### src/dcache_macros.svh
`ifndef DCACHE_MACROS_SVH
`define DCACHE_MACROS_SVH

////////////////////////////////////////
// address split: tag | index | offset
////////////////////////////////////////

`define DCACHE_TAG_W      20
`define DCACHE_INDEX_W    8
`define DCACHE_OFFSET_W   4

////////////////////////////////////////
// geometry
////////////////////////////////////////

`define DCACHE_WORD_W     32
`define DCACHE_LINE_WORDS 4
`define DCACHE_SETS       256

// beats per line minus one, line-aligned bursts
`define DCACHE_BURST_LEN  3

`endif
### src/dcache_pkg.sv
`include "dcache_macros.svh"

package dcache_pkg;

    typedef logic [31:0] addr_t;

    // address fields
    typedef logic [`DCACHE_TAG_W-1:0]    tag_t;
    typedef logic [`DCACHE_INDEX_W-1:0]  index_t;
    typedef logic [`DCACHE_OFFSET_W-1:0] offset_t;

    typedef logic [`DCACHE_WORD_W-1:0]   word_t;
    typedef logic [`DCACHE_WORD_W/8-1:0] strb_t;

    // word 0 sits in the low bits
    typedef logic [`DCACHE_LINE_WORDS*`DCACHE_WORD_W-1:0] line_t;

    typedef struct packed {
        logic valid;
        tag_t tag;
    } tagv_t;

    typedef enum logic [1:0] {
        IDLE,
        WRITEBACK,
        REFILL
    } ctrl_state_t;

    typedef logic way_t;

endpackage

### src/dcache_repl.sv
`include "dcache_macros.svh"

module dcache_repl
    import dcache_pkg::*;
(
    input  logic   clk,
    input  logic   rst,
    input  index_t index_i,
    input  logic   hit_i,
    input  way_t   hit_way_i,
    input  logic   write_i,
    input  logic   refill_i,
    input  logic   refill_write_i,
    output way_t   victim_o,
    output logic   victim_dirty_o
);

    // one bit per set names the least recently used way
    logic [`DCACHE_SETS-1:0] lru;
    logic [`DCACHE_SETS-1:0] dirty0;
    logic [`DCACHE_SETS-1:0] dirty1;

    assign victim_o       = lru[index_i];
    assign victim_dirty_o = victim_o ? dirty1[index_i] : dirty0[index_i];

    always_ff @(posedge clk) begin
        if (!rst) begin
            lru <= '0;
        end else if (hit_i) begin
            // the way not touched becomes the victim
            lru[index_i] <= ~hit_way_i;
        end else if (refill_i) begin
            lru[index_i] <= ~victim_o;
        end
    end

    always_ff @(posedge clk) begin
        if (!rst) begin
            dirty0 <= '0;
            dirty1 <= '0;
        end else if (hit_i && write_i) begin
            if (hit_way_i) begin
                dirty1[index_i] <= 1'b1;
            end else begin
                dirty0[index_i] <= 1'b1;
            end
        end else if (refill_i) begin
            // write miss leaves the new line dirty
            if (victim_o) begin
                dirty1[index_i] <= refill_write_i;
            end else begin
                dirty0[index_i] <= refill_write_i;
            end
        end
    end

endmodule

### config.mk
export PLATFORM = sky130hd
export DESIGN_NAME = dcache_repl
export DESIGN_NICKNAME = d
export VERILOG_FILES = /design/src/dcache_pkg.sv /design/src/dcache_repl.sv
export VERILOG_INCLUDE_DIRS = /design/src
export SDC_FILE = /design/constraint.sdc
export NUM_CORES = 2
export LEC_CHECK = 0
export BUFFER_PORTS_ARGS = -buffer_cell sky130_fd_sc_hd__buf_2
export CORE_ASPECT_RATIO = 1.1
export CORE_UTILIZATION = 30
export DETAILED_ROUTE_END_ITERATION = 8
export PLACE_DENSITY = 0.42
export RECOVER_POWER = 25
export SLEW_MARGIN = 20
export SYNTH_ARGS = -nofsm -noshare
export SYNTH_HDL_FRONTEND = slang
export SYNTH_SLANG_ARGS = --single-unit
### constraint.sdc
create_clock -name clk -period 8.25 [get_ports clk]
set_input_delay 0.4125 -clock clk [delete_from_list [all_inputs] [get_ports clk]]
set_output_delay 0.4125 -clock clk [all_outputs]
set_load 0.02 [all_outputs]
=== Yosys cells after proc, flatten, opt, wreduce, memory -nomap -nowiden ===
Index checks and enable logic that the tools add are counted.

* Flip-flop bits (word level): 768
* Logic and storage cells: 42

* Magnitude comparators: 2
* Reduce and logical (&&, ||, !) cells: 7
* Bitwise operators: 4
* Equal/unequal tests: 3
* Muxes and demuxes: 23

{| class="wikitable"
|+ Operators by type and width
! kind !! number
|-
| $mux 256 || 10
|-
| $bwmux 256 || 4
|-
| $or 256x256->256 || 2
|-
| $bmux 1 s8 || 3
|-
| $lt 8x9->1 const B || 1
|-
| $demux 1 s8 || 1
|-
| $ge 8x1->1 const B || 1
|-
| $reduce_and 3->1 || 2
|-
| $reduce_bool 2->1 || 3
|-
| $mux 1 || 5
|-
| $ne 2x2->1 const B || 2
|-
| $logic_and 1x1->1 || 2
|-
| $ne 2x1->1 const B || 1
|-
| $not 1->1 || 2
|}

=== Longest topological paths before layout ===
* Word-level depth: 8
* Gate-level depth with buffers: 15

=== Least setup slack after synthesis ===
Ideal clock, no wire load.

* Path kind: input-to-output
* Start: in index_i[0]
* End: out victim_dirty_o
* Arrival time: 3394 ps
* Setup slack: 4444 ps
* Data required time: 7837 ps
* Buffers on the path: 8
* Stages on the path: 14
* Cells stage by stage: buf_6 buf_6 buf_6 buf_6 buf_6 buf_6 buf_4 buf_2 mux4_2 mux4_2 a22oi_1 nand4_1 a21oi_1 a31oi_1

* Longest elaborated chain between the ends: 3

{| class="wikitable"
|+ Ends and longest elaborated chain
! item !! RTL line !! text
|-
| start: declaration || dcache_repl.sv:8 || <nowiki>input index_t index_i,</nowiki>
|-
| $bmux 1 s8, on equally long branches || dcache_repl.sv:24, dcache_repl.sv:23 ||
|-
| $mux 1, on equally long branches || dcache_repl.sv:24, dcache_repl.sv:23 ||
|-
| $mux 1 (*) || dcache_repl.sv:24 || <nowiki>assign victim_dirty_o = victim_o ? dirty1[index_i] : dirty0[index_i];</nowiki>
|-
| end: declaration || dcache_repl.sv:15 || <nowiki>output logic victim_dirty_o</nowiki>
|}

Every way passes the cells marked *; elsewhere a longest branch is shown, timed or not. The select of a mux whose other input is x is not followed.

=== Worst setup path in the final report ===
* Start: in index_i[0]
* End: reg lru[44]

* Longest elaborated chain between the ends: 7

{| class="wikitable"
|+ Ends and longest elaborated chain
! item !! RTL line !! text
|-
| $lt 8x9->1 (not written as such) or $ge 8x1->1 (tied branches) || dcache_repl.sv:31, dcache_repl.sv:33 ||
|-
| $logic_and 1x1->1 (not written as such) || dcache_repl.sv:31, dcache_repl.sv:33 ||
|-
| $mux 1 (not written as such) || dcache_repl.sv:31, dcache_repl.sv:33 ||
|-
| $demux 1 s8 || dcache_repl.sv:31, dcache_repl.sv:33 ||
|-
| $bwmux 256 || dcache_repl.sv:33 || <nowiki>lru[index_i] <= ~victim_o;</nowiki>
|-
| $mux 256 || dcache_repl.sv:32 || <nowiki>end else if (refill_i) begin</nowiki>
|-
| $mux 256 (*) || dcache_repl.sv:29 || <nowiki>end else if (hit_i) begin</nowiki>
|-
| end signal: indexed assignment || dcache_repl.sv:31 || <nowiki>lru[index_i] <= ~hit_way_i;</nowiki>
|-
| end signal: indexed assignment || dcache_repl.sv:33 ||
|-
| end: declaration || dcache_repl.sv:19 || <nowiki>logic [`DCACHE_SETS-1:0] lru;</nowiki>
|}

Marked as above.
A chain may end at the register's enable or synchronous reset.

==> reports/metrics.yaml <==
cts:
  clk_pin_slew_ns: 0.06
  clkSinkCount: 768
  cts_buffer_depth: 3
  postCtsSetupBuffers: 0
  numCtsBuffers: 84
  clockRootBuffer: "clkbuf_16"
  post_cts_resized: 0
  cts_tree: "yes"
  ctsHoldBuffers: 0
  htreeDepth: 3
  clk_latency_ns: 0.66
yosys:
  ys_types: 45
  ys_async_sr_fraction_pct: 0
  synth_top_cell_by_area: "dfxtp_1"
  synth_flop_cell: "dfxtp_1"
  synth_most_common_cell: "o211ai_1"
  syn_area_mm2: 0.03460
  synth_top_area_share_pct: 44.44
  ys_top_cells_by_area: "dfxtp_1, o211ai_1, mux4_2"
  ys_seq_area_share_pct: 44.44
  synth_edf_count: 0
  synth_nets: 3371
  syn_area_per_cell_um2: 10.31
  ys_ff_latch: 768
  syn_inst: 3356
  yosysWarnings: 0
  ys_top_cells_by_count: "o211ai_1, dfxtp_1, o21ai_0"
timing:
  period_minus_slack_ns: 6.263
  setup_viol: 0
  fin_tns_setup_ns: 0
  post-route-period-util_pct: 75.91
  tightest_slew_ns: 2.678
  rsz0062_at_grt: "no"
  fmax_mhz: 159.7
  drv_slew: 181
  finalHoldViolCount: 0
  whs_ns: 0.2955
  finClkSkew_ns: 0.02548
  relSlewSlack_pct: -78.56
grt:
  grt_pass1_vias: 26750
  grt_max_degree: 225
  antenna_found_initial: 5
  globalRouteTotalUtil_pct: 20.12
  grt_pass1_wl_um: 180000
  gr-total-overflow: 0
route:
  viasPerCell: 5.870
  drc: 0
  wl_per_cell_um: 25.16
  first_iter_violations: 1960
  drt_pass1_iterations: 5
  drt_wl_total_um: 119100
  drtAntennaViolNets: 0
  vias: 27800
finish:
  drive_gt1_share_pct: 14.21
  nFillCells: 11360
  area_delta_synth_final_pct: 10.54
  diodes: 0
  nets: 3171
  final_cells: 4735
floorplan:
  fp.dieH_um: 358.2
  rows: 130
  num_io_pins: 17
  start_util_pct: 30.26
  fp.dieArea_mm2: 0.1167
  coreArea_mm2: 0.1143
  die_x_um: 325.8
place:
  hpwl_um: 70880
  place.gp.congestion: 0.8224
  portBuffers: 16
  dpl.cell_count: 4588
outcome:
  status: "finished, violations left"
  violations: "max-capacitance violations, max-slew violations"
worst_setup_path:
  worstPathRequired_ns: 8.76
  path_cells: "buf_8, clkbuf_1, mux4_2, a22oi_1, a31oi_1, a2111oi_0, o311ai_1, buf_4, a21oi_1, o21ai_4, clkbuf_2, o21ai_0"
  cp-end-kind: "flop"
  worstSetupPathType: "in -> reg"
  cp_max_fo: 124
  cp_slowest_stage_delay_ns: 1.35
  critPathLaunchType: "primary input"
  crit_arrival_ns: 6.77
  slowest_stage: "clkbuf_2"
pwr:
  power.density_mw_per_mm2: 211.1
  ir_drop_mv: 0.1319
  leakagePower_nw: 11.50
min_path:
  hold_path_class: "in -> reg"
run:
  cap_violations: 2
## critical path, delay by kind of cell
| family | cells | cell delay [ns] |
|---|---|---|
| buffers and inverters | 4 | 3.26 |
| AO/OA/AOI/OAI | 7 | 2.22 |
| multiplexers | 1 | 0.72 |
## layer usage
layer	vias to the layer above	share of wire, %	track usage [%]
met4	4	3.2	7.493
met3	185	4.8	2.935
met5	-	0.023	0
met2	738	46	32.53
li1	12940	-	-
met1	13930	46	27.23
## cell families after synthesis
kind of cell    Yosys count  synth area share (%)
compound gates         1596                 30.95
flops                   768                 44.44
buf+inv                 381                 5.396
simple gates            361                 4.166
mux                     250                 15.05
## cell usage in the layout (no fill, tap or decap), drive strengths merged, types with 2 or more instances in the layout
cell and instances:
a2111oi 2, a21oi 7, a221oi 6, a22o 3
a22oi 16, a31oi 6, a41o 2, and2 4
buf 85, bufinv 5, clkbuf 124, clkinv 17
clkinvlp 3, dfxtp 768, inv 8, mux2i 33
mux4 216, nand2 283, nand2b 7, nand3 5
nor2 39, nor2b 7, nor3 11, nor4 2
o211ai 769, o21ai 515, o22ai 4, o31ai 258
## worst paths after layout
path	start	slack, ns	cells after the start	to
min reg2reg	dirty0[34]	0.50	2	dirty0[34]
max	index_i[0]	1.99	12	lru[44]
max reg2reg	lru[134]	3.29	9	lru[44]
min	hit_way_i	0.30	4	lru[38]
## power breakdown
group          total [W]  internal (W)  switching [W]
logic           0.000555     0.0000946       0.000460
clock network    0.00380       0.00220        0.00160
registers        0.00372       0.00371     0.00000265
total            0.00807       0.00601        0.00206
## through the flow
stage / worst slack [ns] / util (%) / cell area [um^2] / power [W]
floorplan: 4.444 / - / 34600 / 0.004184
global placement: 2.282 / 31.06 / 35520 / 0.004348
detailed placement: 2.236 / 31.08 / 35540 / 0.004355
CTS: 2.924 / 33.46 / 38260 / 0.008175
global route: 1.341 / 33.45 / 38240 / 0.008355
finish: 1.987 / 33.45 / 38240 / 0.008074
## state kept, by name, indices dropped and copies added (netlist names)
register / cells
dirty0: 256
lru: 256
dirty1: 256
## layout make-up
| class | instances | area, um^2 | area share [%] |
|---|---|---|---|
| clock buffer | 121 | 2435 | 6.367 |
| inverter | 7 | 26.28 | 0.06870 |
| multi-input combinational | 2207 | 17490 | 45.74 |
| tap | 1518 | 1899 | 4.966 |
| clock inverter | 26 | 292.8 | 0.7656 |
| sequential | 768 | 15370 | 40.20 |
| timing repair buffer | 88 | 724.4 | 1.894 |
No activity file was read; power rests on OpenSTA's default activity.
