===== src/dcache_macros.svh =====
`ifndef DCACHE_MACROS_SVH
`define DCACHE_MACROS_SVH

////////////////////////////////////////
// address split: tag | index | offset
////////////////////////////////////////

`define DCACHE_TAG_W      20
`define DCACHE_INDEX_W    8
`define DCACHE_OFFSET_W   4

////////////////////////////////////////
// geometry
////////////////////////////////////////

`define DCACHE_WORD_W     32
`define DCACHE_LINE_WORDS 4
`define DCACHE_SETS       256

// beats per line minus one, line-aligned bursts
`define DCACHE_BURST_LEN  3

`endif

===== src/dcache_pkg.sv =====
`include "dcache_macros.svh"

package dcache_pkg;

    typedef logic [31:0] addr_t;

    // address fields
    typedef logic [`DCACHE_TAG_W-1:0]    tag_t;
    typedef logic [`DCACHE_INDEX_W-1:0]  index_t;
    typedef logic [`DCACHE_OFFSET_W-1:0] offset_t;

    typedef logic [`DCACHE_WORD_W-1:0]   word_t;
    typedef logic [`DCACHE_WORD_W/8-1:0] strb_t;

    // word 0 sits in the low bits
    typedef logic [`DCACHE_LINE_WORDS*`DCACHE_WORD_W-1:0] line_t;

    typedef struct packed {
        logic valid;
        tag_t tag;
    } tagv_t;

    typedef enum logic [1:0] {
        IDLE,
        WRITEBACK,
        REFILL
    } ctrl_state_t;

    typedef logic way_t;

endpackage


===== src/dcache_ctrl.sv =====
`include "dcache_macros.svh"

module dcache_ctrl
    import dcache_pkg::*;
(
    input  logic    clk,
    input  logic    rst,
    input  logic    req_valid_i,
    input  logic    req_write_i,
    input  addr_t   req_addr_i,
    input  strb_t   req_strb_i,
    input  word_t   req_wdata_i,
    output logic    stall_o,
    output logic    data_ok_o,
    output logic    valid_o,
    output tag_t    tag_o,
    output index_t  index_o,
    output offset_t offset_o,
    output logic    write_o,
    output strb_t   strb_o,
    output word_t   wdata_o,
    output index_t  rd_index_o,
    input  logic    hit_i,
    input  way_t    hit_way_i,
    input  way_t    victim_i,
    input  logic    victim_dirty_i,
    input  tag_t    victim_tag_i,
    input  line_t   victim_line_i,
    output logic    we0_o,
    output logic    we1_o,
    output logic    refill_o,
    output logic    rd_req_o,
    output addr_t   rd_addr_o,
    input  logic    ret_valid_i,
    output logic    wr_req_o,
    output addr_t   wr_addr_o,
    output line_t   wr_data_o,
    input  logic    wr_valid_i
);

    ctrl_state_t state;
    ctrl_state_t state_nxt;
    logic        miss;
    logic        wr_hit;

    ////////////////////////////////////////
    // stage 2 request register
    ////////////////////////////////////////

    always_ff @(posedge clk) begin
        if (!rst) begin
            valid_o <= 1'b0;
            write_o <= 1'b0;
        end else if (!stall_o) begin
            valid_o <= req_valid_i;
            write_o <= req_write_i;
        end
    end

    always_ff @(posedge clk) begin
        if (!stall_o) begin
            tag_o    <= req_addr_i[`DCACHE_OFFSET_W + `DCACHE_INDEX_W +: `DCACHE_TAG_W];
            index_o  <= req_addr_i[`DCACHE_OFFSET_W +: `DCACHE_INDEX_W];
            offset_o <= req_addr_i[`DCACHE_OFFSET_W-1:0];
            strb_o   <= req_strb_i;
            wdata_o  <= req_wdata_i;
        end
    end

    // keep re-reading the stalled set so the array outputs hold
    assign rd_index_o = stall_o ? index_o : req_addr_i[`DCACHE_OFFSET_W +: `DCACHE_INDEX_W];

    ////////////////////////////////////////
    // miss FSM
    ////////////////////////////////////////

    assign miss = valid_o && !hit_i;

    always_ff @(posedge clk) begin
        if (!rst) begin
            state <= IDLE;
        end else begin
            state <= state_nxt;
        end
    end

    always_comb begin
        state_nxt = state;
        case (state)
            IDLE: begin
                if (miss) begin
                    state_nxt = victim_dirty_i ? WRITEBACK : REFILL;
                end
            end
            WRITEBACK: begin
                if (wr_valid_i) begin
                    state_nxt = REFILL;
                end
            end
            REFILL: begin
                if (ret_valid_i) begin
                    state_nxt = IDLE;
                end
            end
            default: state_nxt = IDLE;
        endcase
    end

    always_comb begin
        case (state)
            IDLE:      stall_o = miss;
            WRITEBACK: stall_o = 1'b1;
            REFILL:    stall_o = !ret_valid_i;
            default:   stall_o = 1'b0;
        endcase
    end

    assign refill_o  = (state == REFILL) && ret_valid_i;
    assign wr_hit    = hit_i && write_o && (state == IDLE);
    assign data_ok_o = valid_o && !write_o && (((state == IDLE) && hit_i) || refill_o);

    // hit writes go to the hit way, refills to the victim
    assign we0_o = (wr_hit && (hit_way_i == 1'b0)) || (refill_o && (victim_i == 1'b0));
    assign we1_o = (wr_hit && (hit_way_i == 1'b1)) || (refill_o && (victim_i == 1'b1));

    ////////////////////////////////////////
    // memory requests
    ////////////////////////////////////////

    assign rd_req_o  = (state == REFILL);
    assign rd_addr_o = {tag_o, index_o, {`DCACHE_OFFSET_W{1'b0}}};

    assign wr_req_o  = (state == WRITEBACK);
    assign wr_addr_o = {victim_tag_i, index_o, {`DCACHE_OFFSET_W{1'b0}}};
    assign wr_data_o = victim_line_i;

endmodule


===== config.mk =====
export PLATFORM = sky130hd
export DESIGN_NAME = dcache_ctrl
export DESIGN_NICKNAME = d
export VERILOG_FILES = /design/src/dcache_pkg.sv /design/src/dcache_ctrl.sv
export VERILOG_INCLUDE_DIRS = /design/src
export SDC_FILE = /design/constraint.sdc
export NUM_CORES = 1
export LEC_CHECK = 0
export BUFFER_PORTS_ARGS = -buffer_cell sky130_fd_sc_hd__buf_4
export CAP_MARGIN = 20
export CORE_AREA = 4 4 191 193
export CTS_CLUSTER_DIAMETER = 40
export CTS_CLUSTER_SIZE = 24
export DETAILED_ROUTE_END_ITERATION = 8
export DIE_AREA = 0 0 195 197
export HOLD_SLACK_MARGIN = 0.08
export PLACE_DENSITY = 0.36
export REMOVE_ABC_BUFFERS = 1
export SLEW_MARGIN = 5
export SYNTH_ARGS = -nofsm -noshare
export SYNTH_HDL_FRONTEND = slang
export SYNTH_SLANG_ARGS = --single-unit

===== constraint.sdc =====
create_clock -name clk -period 4.16 [get_ports clk]
set_input_delay 0.832 -clock clk [delete_from_list [all_inputs] [get_ports clk]]
set_output_delay 0.832 -clock clk [all_outputs]
set_load 0.01 [all_outputs]

==> After elaboration in Yosys (flattened, before gate mapping) <==
Cells that the tools add are included.
{ "op_classes": {"eq_ne": 5, "muxes": 7, "n_bitwise": 2, "n_reduce_logical": 19} }
{ "ops": {"columns": ["op", "count"], "rows": [
  ["1-bit logical AND", 11],
  ["2-bit 2-to-1 mux", 4],
  ["8-bit 2-to-1 mux", 1],
  ["2-bit one-hot mux with 3 select lines", 1],
  ["2-bit by 1-bit inequality test with 1-bit output (second input constant)", 2],
  ["1-bit zero test", 3],
  ["1-bit logical OR", 3],
  ["1-bit one-hot mux with 3 select lines", 1],
  ["3-bit AND reduction", 1],
  ["2-bit by 1-bit == test with 1-bit output (second input constant)", 1],
  ["2-bit == test (second input constant)", 1],
  ["2-bit zero test", 1],
  ["2-bit inequality test (second input constant)", 1],
  ["1-bit NOT", 2]
]} }
{ "word_totals": {"register_bits": 72, "inputBits": 226, "output_inout_bits": 277, "elab_cells": 41} }

==> Depth between registers and ports, before layout <==
{ "logic_depth": {"ltp_word": 4, "depth_mapped": 6, "depth_no_buf": 5} }

==> Least setup slack after synthesis <==
No wires, ideal clock.
{ "synth_path": {"path_kind": "input -> output", "startpoint": "input hit_i", "endpoint": "output rd_index_o[2]", "arrival_ns": 1.953, "t_required_ns": 3.328, "path_slack_ns": 1.375, "path_stages": 4, "cell_sequence": "nor2b_1 -> o31ai_4 -> buf_6 -> mux2_4"} }
{ "synth_via": {"elab_chain_cells": 4} }
{ "synth_rtl": {"columns": ["item", "line", "source"], "rows": [
  ["from (decl)", "dcache_ctrl.sv:23", "input logic hit_i,"],
  ["1-bit zero test", "dcache_ctrl.sv:77", "assign miss = valid_o && !hit_i;"],
  ["1-bit logical AND", "dcache_ctrl.sv:77", null],
  ["1-bit one-hot mux with 3 select lines", "dcache_ctrl.sv:110", "case (state)"],
  ["8-bit 2-to-1 mux", null, null],
  ["to (decl)", "dcache_ctrl.sv:22", "output index_t rd_index_o,"]
]} }
No other way between the ends.

==> Worst setup path in the final report <==
{ "layout_path": {"startpoint": "input hit_i", "endpoint": "output rd_index_o[1]"} }
Same word-level chain as after synthesis.

==> run_results.csv <==
group,metric,value,unit
sta,hold_slack,0.5060,ns
route,viasPerCell,2.853,
synthesis,yosysTopAreaCell,"edfxtp_1",
place,hpwl,39000,um
route,dr.max_layer_used,"met4",
cells_and_area,drive_above_1_share,67.47,%
setup_path,worst-path-max-fanout,72,
sta,hold_viol,0,
run_status,status,"finished, final reports clean",
place,globalplace.congestion,0.9060,
sta,period_needed,3.053,ns
setup_path,reg2reg_from,"state[0]$_SDFFE_PN0P_",
synthesis,synth_common_cells,"buf_4 (192), edfxtp_1 (60), dfxtp_1 (12)",
synthesis,synth.area.mux_share,3.643,%
cells_and_area,nets,553,
pwr,leakage,0.001988,uW
route,met2WireLength,22390,um
cts,cts.sinks,72,
cts,cts.clk_slew.worst_paths,0.07,ns
floorplanning,die_w,195,um
synthesis,postSynthCellCount,305,
setup_path,r2r_cells,4,
synthesis,synth_top_family_by_area,"buffers and inverters",
pwr,power.density,441.1,nW/um^2
pwr,peakVddDrop,190.2,uV
floorplanning,die_y,197,um
floorplanning,io_pins,503,
synthesis,synth_cell_type_count,22,
sta,rsz0062_at_grt,"false",
route,ant_nets,0,
route,dr.pass1.iters,4,
cts,cts-buffers-inserted,9,
synthesis,synth-xor-area-share,0,%
synthesis,yosys-top-cells-area,"edfxtp_1 (47%), buf_4 (38%), dfxtp_1 (6.3%)",
grt,overflow,0,
sta,setup_viol,0,
synthesis,ys.flop_type,"edfxtp_1",
setup_path,critPathKind,"primary input to primary output",
setup_path,cp.required,3.33,ns
run,cap_violations,0,
sta,fin_crit_sh,73.38,%
synthesis,avgSynthCellArea,12.50,um^2
floorplanning,num_rows,68,
cts,cts_resized,0,
cells_and_area,seqCellArea,2042,um^2
cts,hold_buffers,0,
setup_path,r2r_setup_slack,2.41,ns
cells_and_area,stdcell_area,4735,um^2
setup_path,worstPathArrival,2.22,ns
synthesis,async_reset_ff_share,0,%
grt,grt_start_max_net_pins,73,
floorplanning,core-area,34540,um^2
cts,cts_tree,"yes",
synthesis,synthAdderAreaFrac,0,%
cells_and_area,multiInputGateArea,306.5,um^2
setup_path,crit_path_start_kind,"primary input",
place,placedCellCount,771,
route,wl_per_cell,52.66,um
min_path,min_from,"valid_o$_SDFFE_PN0N_",
cts,clock_latency,0.37,ns
min_path,min_path_cells,2,
route,wl_met3,14750,um
cts,root_buffer,"clkbuf_16",
sta,fmax,0.3276,GHz
route,drcViolationCount,0,
synthesis,synth_warnings,0,
cts,ctsLongestPathBuffers,2,
cells_and_area,instances_no_fill,787,
cells_and_area,n_antenna_cell,0,
sta,fin_skew,0.01458,ns
sta,drv_slew,0,
place,placement.io_buffers,198,
synthesis,yosysTopAreaCellShare,47.26,%
grt,grt_usage,20.69,%
cts,htreeDepth,3,
route,wl_met1,3876,um
cells_and_area,area_delta_synth_final,24.19,%
setup_path,r2r_end,"index_o[1]$_DFF_P_",
cts,post_cts_buffers,0,
synthesis,ys_seq_area_share,53.56,%
floorplanning,dieArea,38420,um^2
synthesis,yosysMostFrequentCell,"buf_4",
synthesis,synth-seq-cells,72,
min_path,hold_path_class,"flop to flop",
sta,tns,0,ns
place,placed_cell_area,4439,um^2
grt,grt_pass1_wl,45930,um
grt,antenna_found_initial,0,
synthesis,synth_edf_count,60,
route,num_vias,2245,
floorplanning,start_util,11.04,%
cells_and_area,nFillCells,3958,
route,routed_wirelength,41440,um
min_path,min_to,"valid_o$_SDFFE_PN0N_",
grt,first_global_vias,2082,
route,first_iter_violations,103,
synthesis,synth_compound_area_share,1.444,%
setup_path,cp-end-kind,"primary output",
synthesis,synth_area,3812,um^2
synthesis,synthSimpleGateAreaFrac,2.166,%
[logic make-up (layout without fill, tap and decap cells)]
group	Yosys count	count (layout)
flip-flops	72	72
AO/OA/AOI/OAI	6	6
other	1	8
buffers and inverters	199	219
multiplexers	11	11
AND/OR/NAND/NOR	16	16
[critical path, cell delays in order]
cell,delay [ns]
buf_4,0.09
nor2b_1,0.07
o31ai_4,0.21
buf_12,0.40
mux2_2,0.40
buf_4,0.15
[worst max-delay path by stage]
stage / from / endpoint / depth (start not counted)
2_1_floorplan: hit_i / rd_index_o[0] / 3
3_3_place_gp: hit_i / rd_index_o[1] / 6
3_5_place_dp: hit_i / rd_index_o[1] / 6
4_1_cts: hit_i / rd_index_o[1] / 6
5_1_grt: hit_i / rd_index_o[1] / 6
6_report: hit_i / rd_index_o[1] / 6
[registers in the layout, indices dropped and copies added, names as in the netlist]
name and count:
write_o 1, valid_o 1, strb_o 4, state 2
index_o 8, offset_o 4, wdata_o 32, tag_o 20
[report_power, final]
group	internal, uW	leakage, uW	switching, uW
sequential	867	0.000719	36.5
combinational	205	0.00113	172
clock	463	0.000135	345
total	1540	0.00199	553
[area by class of cell]
cell class	count	share of cell area [%]
inverter	4	0.3171
sequential	72	43.13
multi-input combinational	41	6.475
clock buffer	9	4.757
tap	455	12.02
timing repair buffer	199	31.82
clock inverter	7	1.480
[routing by layer]
layer / vias up / GRT usage [%]
met5: - / 0
met4: 0 / 2.612
met3: 18 / 36.07
met2: 439 / 38.97
met1: 938 / 5.495
li1: 850 / -
[stage by stage]
step / setup slack (ns) / total power [uW] / utilization (%)
after CTS: 1.095 / 2145 / 13.71
after global routing: 1.038 / 2197 / 13.71
after detailed placement: 1.101 / 1306 / 12.85
after global placement: 1.100 / 1307 / 12.85
final: 1.107 / 2089 / 13.71
after floorplan: 0.03195 / 1033 / -
[cells in the final DEF (no fill, tap or decap), types with 2 or more instances in the layout]
master      count
conb_1          8
edfxtp_1       60
dfxtp_1        12
nand2_1         6
clkinvlp_4      3
nor2b_1         2
nor3b_1         2
buf_4         198
mux2_4          5
mux2i_1         3
mux2_2          3
clkbuf_16       9
nor2_1          3
inv_1           4
No activity file was read; power rests on OpenSTA's default activity.
