File: src/dcache_macros.svh
`ifndef DCACHE_MACROS_SVH
`define DCACHE_MACROS_SVH

////////////////////////////////////////
// address split: tag | index | offset
////////////////////////////////////////

`define DCACHE_TAG_W      20
`define DCACHE_INDEX_W    8
`define DCACHE_OFFSET_W   4

////////////////////////////////////////
// geometry
////////////////////////////////////////

`define DCACHE_WORD_W     32
`define DCACHE_LINE_WORDS 4
`define DCACHE_SETS       256

// beats per line minus one, line-aligned bursts
`define DCACHE_BURST_LEN  3

`endif
File: src/dcache_pkg.sv
`include "dcache_macros.svh"

package dcache_pkg;

    typedef logic [31:0] addr_t;

    // address fields
    typedef logic [`DCACHE_TAG_W-1:0]    tag_t;
    typedef logic [`DCACHE_INDEX_W-1:0]  index_t;
    typedef logic [`DCACHE_OFFSET_W-1:0] offset_t;

    typedef logic [`DCACHE_WORD_W-1:0]   word_t;
    typedef logic [`DCACHE_WORD_W/8-1:0] strb_t;

    // word 0 sits in the low bits
    typedef logic [`DCACHE_LINE_WORDS*`DCACHE_WORD_W-1:0] line_t;

    typedef struct packed {
        logic valid;
        tag_t tag;
    } tagv_t;

    typedef enum logic [1:0] {
        IDLE,
        WRITEBACK,
        REFILL
    } ctrl_state_t;

    typedef logic way_t;

endpackage

File: src/dcache_datapath.sv
`include "dcache_macros.svh"

module dcache_datapath
    import dcache_pkg::*;
(
    input  logic    valid_i,
    input  tag_t    tag_i,
    input  offset_t offset_i,
    input  logic    write_i,
    input  strb_t   strb_i,
    input  word_t   wdata_i,
    input  tagv_t   tagv0_i,
    input  tagv_t   tagv1_i,
    input  line_t   line0_i,
    input  line_t   line1_i,
    input  line_t   ret_data_i,
    input  logic    refill_i,
    input  way_t    victim_i,
    output logic    hit_o,
    output way_t    hit_way_o,
    output word_t   rdata_o,
    output line_t   wline_o,
    output line_t   victim_line_o,
    output tag_t    victim_tag_o
);

    localparam int WSEL_W = $clog2(`DCACHE_LINE_WORDS);

    logic              hit0;
    logic              hit1;
    logic [WSEL_W-1:0] wsel;
    line_t             base_line;
    word_t             base_word;
    word_t             byte_mask;

    ////////////////////////////////////////
    // tag compare
    ////////////////////////////////////////

    assign hit0      = tagv0_i.valid && (tagv0_i.tag == tag_i);
    assign hit1      = tagv1_i.valid && (tagv1_i.tag == tag_i);
    assign hit_o     = valid_i && (hit0 || hit1);
    assign hit_way_o = way_t'(hit1);

    ////////////////////////////////////////
    // word select and merge
    ////////////////////////////////////////

    assign wsel = offset_i[`DCACHE_OFFSET_W-1 -: WSEL_W];

    // refill line wins over the array contents
    assign base_line = refill_i ? ret_data_i : (hit1 ? line1_i : line0_i);
    assign base_word = base_line[wsel*`DCACHE_WORD_W +: `DCACHE_WORD_W];
    assign rdata_o   = base_word;

    always_comb begin
        for (int b = 0; b < `DCACHE_WORD_W/8; b++) begin
            byte_mask[b*8 +: 8] = {8{strb_i[b]}};
        end
    end

    always_comb begin
        wline_o = base_line;
        if (write_i) begin
            // only strobed bytes change
            wline_o[wsel*`DCACHE_WORD_W +: `DCACHE_WORD_W] =
                (wdata_i & byte_mask) | (base_word & ~byte_mask);
        end
    end

    // line and tag of the way picked for eviction
    assign victim_line_o = victim_i ? line1_i : line0_i;
    assign victim_tag_o  = victim_i ? tagv1_i.tag : tagv0_i.tag;

endmodule

File: config.mk
export PLATFORM = sky130hd
export DESIGN_NAME = dcache_datapath
export DESIGN_NICKNAME = d
export VERILOG_FILES = /design/src/dcache_pkg.sv /design/src/dcache_datapath.sv
export VERILOG_INCLUDE_DIRS = /design/src
export SDC_FILE = /design/constraint.sdc
export NUM_CORES = 1
export LEC_CHECK = 0
export BUFFER_PORTS_ARGS = -buffer_cell sky130_fd_sc_hd__buf_2
export CAP_MARGIN = 10
export CORE_AREA = 3 3 312 314
export DETAILED_ROUTE_END_ITERATION = 8
export DIE_AREA = 0 0 315 317
export SLEW_MARGIN = 5
export SYNTH_ARGS = -nofsm -noshare
export SYNTH_HDL_FRONTEND = slang
export SYNTH_SLANG_ARGS = --single-unit
File: constraint.sdc
create_clock -name vclk -period 5.65
set_input_delay 0.565 -clock vclk [all_inputs]
set_output_delay 0.565 -clock vclk [all_outputs]
set_load 0.05 [all_outputs]
Word level (Yosys, flattened, before mapping)
Index checks and enable logic that the tools add are counted.
Cells by class
  shift-type cells: 3
  muxes and demuxes: 6
  equality and inequality tests: 2
  bitwise operators: 4
  add/sub/neg operators: 1
  reduce and logical (&&, ||, !) cells: 4
Operator list (count)
  $mux W128: 4
  $bwmux W128: 1
  $shift A32 B34 Y128 const A: 1
  $shiftx A128 B8 Y32: 1
  $shiftx A32 B34 Y128: 1
  $and A32 B32 Y32: 2
  $eq A20 B20 Y1: 2
  $neg A7 Y34: 1
  $not A32 Y32: 1
  $or A32 B32 Y32: 1
  $mux W20: 1
  $logic_and A1 B1 Y1: 3
  $logic_or A1 B1 Y1: 1
Word-level totals
  word-level logic and storage cells: 20
  bits in registers: 0
  output and inout bits: 310

Depth between registers and ports, before layout
Gate-level depths: netlist (run 1).
  depth in word-level cells: 10
  depth in mapped cells: 10

Least setup slack after synthesis (run 1)
Ideal clock, no wire load.
  path kind: input -> output
  from: input offset_i[3]
  to: output wline_o[0]
  path slack: 1.502 ns
  path buffers: 1
  arrival: 3.583 ns
  stages on the path: 6
  required time: 5.085 ns
  cells stage by stage: inv_1 buf_1 ha_1 nor4b_1 nand2b_1 o21ai_1
On the way
  word-level cells in the longest chain between the ends: 6
  elaborated cells between the ends (all ways): 8
RTL lines
  start: declaration: line dcache_datapath.sv:8  | input offset_t offset_i,
  $shiftx A128 B8 Y32: line dcache_datapath.sv:53  | assign base_word = base_line[wsel*`DCACHE_WORD_W +: `DCACHE_WORD_W];
  $and A32 B32 Y32: line dcache_datapath.sv:67  | (wdata_i & byte_mask) | (base_word & ~byte_mask);
  $or A32 B32 Y32: line dcache_datapath.sv:67
  $shiftx A32 B34 Y128: line dcache_datapath.sv:66  | wline_o[wsel*`DCACHE_WORD_W +: `DCACHE_WORD_W] =
  $bwmux W128 *: line dcache_datapath.sv:66
  $mux W128 *: line dcache_datapath.sv:64  | if (write_i) begin
  end: declaration: line dcache_datapath.sv:22  | output line_t wline_o,
Mark *: on every way between the ends. The rest lies on a longest branch, timed or not.

Final worst setup path (run 1)
  from: input tag_i[17]
  to: output wline_o[84]
On the way
  word-level cells in the longest chain between the ends: 10
RTL lines
  start: declaration: line dcache_datapath.sv:7  | input tag_t tag_i,
  $eq A20 B20 Y1 *: line dcache_datapath.sv:41  | assign hit1 = tagv1_i.valid && (tagv1_i.tag == tag_i);
  $logic_and A1 B1 Y1 *: line dcache_datapath.sv:41
  $mux W128 * (2 in a row): line dcache_datapath.sv:52  | assign base_line = refill_i ? ret_data_i : (hit1 ? line1_i : line0_i);
  $shiftx A128 B8 Y32: line dcache_datapath.sv:53
  $and A32 B32 Y32: line dcache_datapath.sv:67
  $or A32 B32 Y32: line dcache_datapath.sv:67
  $shiftx A32 B34 Y128: line dcache_datapath.sv:66
  $bwmux W128: line dcache_datapath.sv:66
  $mux W128 *: line dcache_datapath.sv:64
Marked as above.

==> results.yml, run 1 <==
status:
  run_status: "completed"
finish:
  fin_nets: 2529
  nClkBuffers: 0
  sequential_cell_area_um2: 0
  multiInputGateArea_mm2: 0.008409
  areaGrowthSynthToFinish_pct: 62.21
  fillCellCount: 10940
  numSequentialCells: 0
  drive_gt1_frac: 0.5054
detailed_routing:
  drt_pre_antenna_iters: 6
  drt_wl_total_um: 90570
  routedLengthMet1_um: 37160
  1st_iter_drt_viols: 1568
  top_layer: "met5"
  drc_errors: 0
  wire_per_inst_um: 27.37
  dr_wl_met3_um: 9411
  wl_met2_um: 41010
  drt.antenna.violating_nets: 0
  vias_per_cell: 4.856
  dr_total_vias: 16070
floorplanning:
  design.portCount: 800
  floorplan.initialDensity: 0.1023
  core_mm2: 0.09487
  die_height_um: 317
  fp.dieW_um: 315
  fp-row-count: 113
  design.die.area_mm2: 0.09986
pwr:
  vdd_drop_max_uv: 56.14
  power_leakage_nw: 6.996
  p_total_mw: 2.154
  power_density_mw_per_mm2: 136.8
sta:
  setup_violations: 0
  tns_ps: 0
  grt_setup_unrepaired: "no"
  min_period_over_period: 0.8562
  fmaxAchievable_mhz: 206.7
  hold_violations: 0
  final_max_slew_viol_count: 0
  worstMarginPinSlew_ps: 1026
  timing.max_slew.rel_slack: 0.3163
  fin_ws_ps: 812.2
  final.min_clock_period_ps: 4838
min_path:
  timing.hold.worst.class: "input pin to output port"
  hold_depth: 3
synthesis:
  post-synth-top-area-fraction: 0.1717
  synthesis.area_per_instance_um2: 7.120
  synth.most_common_cell: "sky130_fd_sc_hd__inv_1"
  mappedNetlistNets: 1858
  synth.yosys.seq_area_share: 0
  synth_top_cells_by_area: "sky130_fd_sc_hd__mux2_2 (17%), sky130_fd_sc_hd__a22o_1 (12%), sky130_fd_sc_hd__a32oi_1 (12%)"
  synth_commonest_cells: "sky130_fd_sc_hd__inv_1 (161), sky130_fd_sc_hd__mux2_2 (148)"
  mappedNetlistArea_mm2: 0.009704
  synthDistinctLibCells: 33
  yosys_warnings: 0
  synthesis.instances: 1363
  synth.largest_area_cell: "sky130_fd_sc_hd__mux2_2"
critical_path:
  criticalPathCategory: "input pin to output port"
  timing.critical_path.fanout_max: 69
  cp_data_required_time_ps: 5090
  kind_of_start_point_of_the_critical_path: "input pin"
  timing.critical_path.arrival_ps: 4270
  critical_path.endpoint_type: "output port"
global_route:
  track_usage: 0.1657
  grt_pass1_wl_um: 117600
  grt.overflow.total: 0
  first_global_vias: 14790
  grt_antenna_before_repair: 34
  grt_start_max_net_pins: 130
placement:
  final_hpwl_from_detailed_placement_um: 73770
  detailedPlace.worstSlack_ps: 1055
  port-buffer-count: 798
  routability_congestion_estimate_from_global_placement: 0.9602
clocking:
  post_cts.resized_instances: 0
  cts.repair_timing.setup_buffer_count: 0
  hold_buffers: 0
flow_run:
  total_of_max_cap_violations: 0
worst max-delay path, stage by stage:
cell	delay, ps
sky130_fd_sc_hd__buf_2	130
sky130_fd_sc_hd__xor2_1	160
sky130_fd_sc_hd__nor4_1	750
sky130_fd_sc_hd__and4_4	380
sky130_fd_sc_hd__buf_12	270
sky130_fd_sc_hd__a31oi_1	300
sky130_fd_sc_hd__a22o_1	290
sky130_fd_sc_hd__mux4_2	540
sky130_fd_sc_hd__o21ai_1	380
sky130_fd_sc_hd__buf_2	360
cells by family (layout without fill, tap and decap cells):
group           after synthesis  in the layout  synth area share
xor+xnor                     40             40           0.03610
other cells                   0             12                 0
buf+inv                     327            996            0.1392
mux                         180            180            0.2460
compound gates              769            769            0.5455
simple gates                 42             42           0.02669
fa+ha+maj                     5              5          0.006447
where the power goes:
| group | leakage, nW | internal [mW] | switching (mW) | total [mW] |
|---|---|---|---|---|
| Combinational | 7.00 | 0.677 | 1.48 | 2.15 |
| Sequential | 0 | 0 | 0 | 0 |
| Clock | 0.0000757 | 0.000000174 | 0 | 0.000000174 |
| Total | 7.00 | 0.677 | 1.48 | 2.15 |
per-stage QoR:
stage / utilization / hold slack, ps / std cells / cell area (um^2)
finish: 0.1659 / 1571 / 3309 / 15740
global route: 0.1657 / 1588 / 3301 / 15720
CTS: 0.1656 / 1565 / 3297 / 15710
detailed placement: 0.1656 / 1563 / 3297 / 15710
global placement: 0.1656 / 1554 / 3297 / 15710
floorplan: - / 1403 / 1363 / 9704
metal layers:
layer	global-route usage	vias up
li1	-	6859
met1	0.2133	7879
met2	0.2737	1130
met3	0.04568	179
met4	0.03890	22
met5	0	-
layout make-up:
cell class                      instances  share of cell area
Tap cell                             1265              0.1005
Multi-Input combinational cell       1036              0.5342
Antenna cell                           12            0.001908
Timing Repair Buffer                  834              0.3247
Inverter                              162             0.03863
worst paths after layout:
check	from	endpoint
setup / recovery	tag_i[17]	wline_o[84]
hold / removal	valid_i	hit_o
cells in the final DEF (no fill, tap or decap), types with 2 or more instances in the layout:
cell type                  instances
sky130_fd_sc_hd__mux2_2          148
sky130_fd_sc_hd__nor4_2            2
sky130_fd_sc_hd__nand4_1           4
sky130_fd_sc_hd__a22oi_1         128
sky130_fd_sc_hd__buf_12           57
sky130_fd_sc_hd__ha_1              5
sky130_fd_sc_hd__a22o_1          128
sky130_fd_sc_hd__a31oi_1         128
sky130_fd_sc_hd__xnor2_1          17
sky130_fd_sc_hd__nand2_2           4
sky130_fd_sc_hd__mux4_2           32
sky130_fd_sc_hd__inv_1           161
sky130_fd_sc_hd__a32oi_1         128
sky130_fd_sc_hd__xor2_1           23
sky130_fd_sc_hd__o21ai_0         128
sky130_fd_sc_hd__o21ai_1         128
sky130_fd_sc_hd__buf_4            26
sky130_fd_sc_hd__or3_1             4
sky130_fd_sc_hd__nor4b_2           2
sky130_fd_sc_hd__buf_2           749
sky130_fd_sc_hd__nor4_1            5
sky130_fd_sc_hd__nand2b_1         12
sky130_fd_sc_hd__diode_2          12
(Power assumes the default switching activity.)
==> inputs of run 2 (changes only) <==
--- a/config.mk
+++ b/config.mk
@@ -10,5 +10,5 @@
 export CAP_MARGIN = 10
-export CORE_AREA = 3 3 312 314
+export CORE_AREA = 3 3 308 310
 export DETAILED_ROUTE_END_ITERATION = 8
-export DIE_AREA = 0 0 315 317
+export DIE_AREA = 0 0 311 313
 export SLEW_MARGIN = 5
==> constraint.sdc (replaced) <==
create_clock -name vclk -period 5.4
set_input_delay 1.08 -clock vclk [all_inputs]
set_output_delay 1.08 -clock vclk [all_outputs]
set_load 0.05 [all_outputs]
==> results.yml, run 2 (synthesis results as in run 1) <==
sta:
  tns_ps: 0
  min_period_over_period: 0.9776
  final.min_clock_period_ps: 5279
  setup_violations: 0
  hold_ws_ps: 2607
  worstMarginPinSlew_ps: 928.5
  fin_ws_ps: 121.2
  final_max_slew_viol_count: 0
  timing.max_slew.rel_slack: 0.3810
  grt_setup_unrepaired: "no"
  fmaxAchievable_mhz: 189.4
  hold_violations: 0
global_route:
  grt_antenna_before_repair: 23
  track_usage: 0.1740
  grt.overflow.total: 0
  grt_pass1_wl_um: 122100
  grt_start_max_net_pins: 111
  first_global_vias: 15890
clocking:
  hold_buffers: 0
min_path:
  hold_path.startpoint: "valid_i"
  timing.hold.worst.class: "input pin to output port"
placement:
  port-buffer-count: 798
  placed_cells_incl_taps: 3391
  detailedPlace.worstSlack_ps: 4.523
  postPlaceCellArea_mm2: 0.01674
  final_hpwl_from_detailed_placement_um: 76310
  routability_congestion_estimate_from_global_placement: 0.9809
floorplanning:
  die_height_um: 313
  fp.dieW_um: 311
  fp-row-count: 111
  floorplan.initialDensity: 0.1055
  design.die.area_mm2: 0.09734
  core_mm2: 0.09194
  design.portCount: 800
finish:
  fin_nets: 2645
  final_common_cell: "sky130_fd_sc_hd__buf_2"
  final_core_util: 0.1824
  final_cells: 3401
  fillCellCount: 10570
  drive_gt1_frac: 0.5326
  finish.instance_area_mm2: 0.01677
  sequential_cell_area_um2: 0
  nClkBuffers: 0
  areaGrowthSynthToFinish_pct: 72.85
  layout.cells.most_common_list: "sky130_fd_sc_hd__buf_2 (741), sky130_fd_sc_hd__inv_1 (161), sky130_fd_sc_hd__mux2_2 (148)"
  numSequentialCells: 0
pwr:
  internal_portion_of_total_power_uw: 788.9
  netSwitchingFraction: 0.6656
  part_of_the_total_power_dissipated_in_the_clock_network: 0
  power_leakage_nw: 7.650
  power.combinational.fraction: 1.000
  power_density_mw_per_mm2: 140.6
  net-switching-power_mw: 1.570
  vdd_drop_max_uv: 67.07
  p_total_mw: 2.359
  power.sequential.fraction: 0
detailed_routing:
  drt_wl_total_um: 91440
  vias_per_cell: 4.780
  wire_per_inst_um: 26.89
  dr_total_vias: 16260
  drt.antenna.violating_nets: 0
  1st_iter_drt_viols: 1574
  drc_errors: 0
  drt_pre_antenna_iters: 9
status:
  run_status: "completed"
critical_path:
  criticalPathCategory: "input pin to output port"
  critical_path.startpoint: "tag_i[17]"
  critical_path.endpoint_type: "output port"
  cp_data_required_time_ps: 4320
  timing.critical_path.arrival_ps: 4200
  timing.critical_path.fanout_max: 18
  kind_of_start_point_of_the_critical_path: "input pin"
flow_run:
  total_of_max_cap_violations: 0
[run 2: cell count changes in the layout (fill, tap and decap cells not counted), sizes merged]
| cell | change |
|---|---|
| diode | -2 |
| buf | +116 |
[run 2: power groups by stage]
stage / Clock (mW) / Combinational (mW) / Sequential [mW]
final: 0.0000000529 / 2.36 / 0
after global routing: 0.0000000996 / 2.47 / 0
after CTS: 0 / 2.36 / 0
after detailed placement: 0 / 2.36 / 0
after global placement: 0 / 2.35 / 0
after floorplan: 0 / 1.37 / 0
[run 2: cell type report]
cell class	count	area [um^2]	share of cell area
Antenna cell	10	25.02	0.001492
Tap cell	1243	1555	0.09272
Inverter	162	608.1	0.03625
Multi-Input combinational cell	1036	8421	0.5020
Timing Repair Buffer	950	6165	0.3675
[run 2: worst max-delay path, cell delays in order]
cell and delay [ps]:
sky130_fd_sc_hd__buf_2 110, sky130_fd_sc_hd__xor2_1 170, sky130_fd_sc_hd__nor4_2 380, sky130_fd_sc_hd__buf_4 180, sky130_fd_sc_hd__and4_4 270, sky130_fd_sc_hd__buf_12 180, sky130_fd_sc_hd__buf_12 190, sky130_fd_sc_hd__a31oi_1 110
sky130_fd_sc_hd__a22o_1 320, sky130_fd_sc_hd__mux4_2 630, sky130_fd_sc_hd__o21ai_1 210, sky130_fd_sc_hd__buf_2 310
[run 2: worst paths after layout]
kind,depth (start not counted),slack [ps],endpoint
setup / recovery,12,120,wline_o[104]
hold / removal,3,2610,hit_o
[run 2: routing by layer]
| metal | up-vias | track usage | share of wire |
|---|---|---|---|
| met3 | 163 | 0.05144 | 0.099 |
| met1 | 7902 | 0.2167 | 0.41 |
| met2 | 1101 | 0.2905 | 0.46 |
| met5 | - | 0 | 0.00048 |
| li1 | 7085 | - | - |
| met4 | 6 | 0.04881 | 0.033 |
[run 2: repair_timing]
action                                  CTS  global route
endpoints found under the setup margin    1             0
buffers inserted                          0             0
gates resized for setup                   1             0
hold endpoints to repair                  0             0
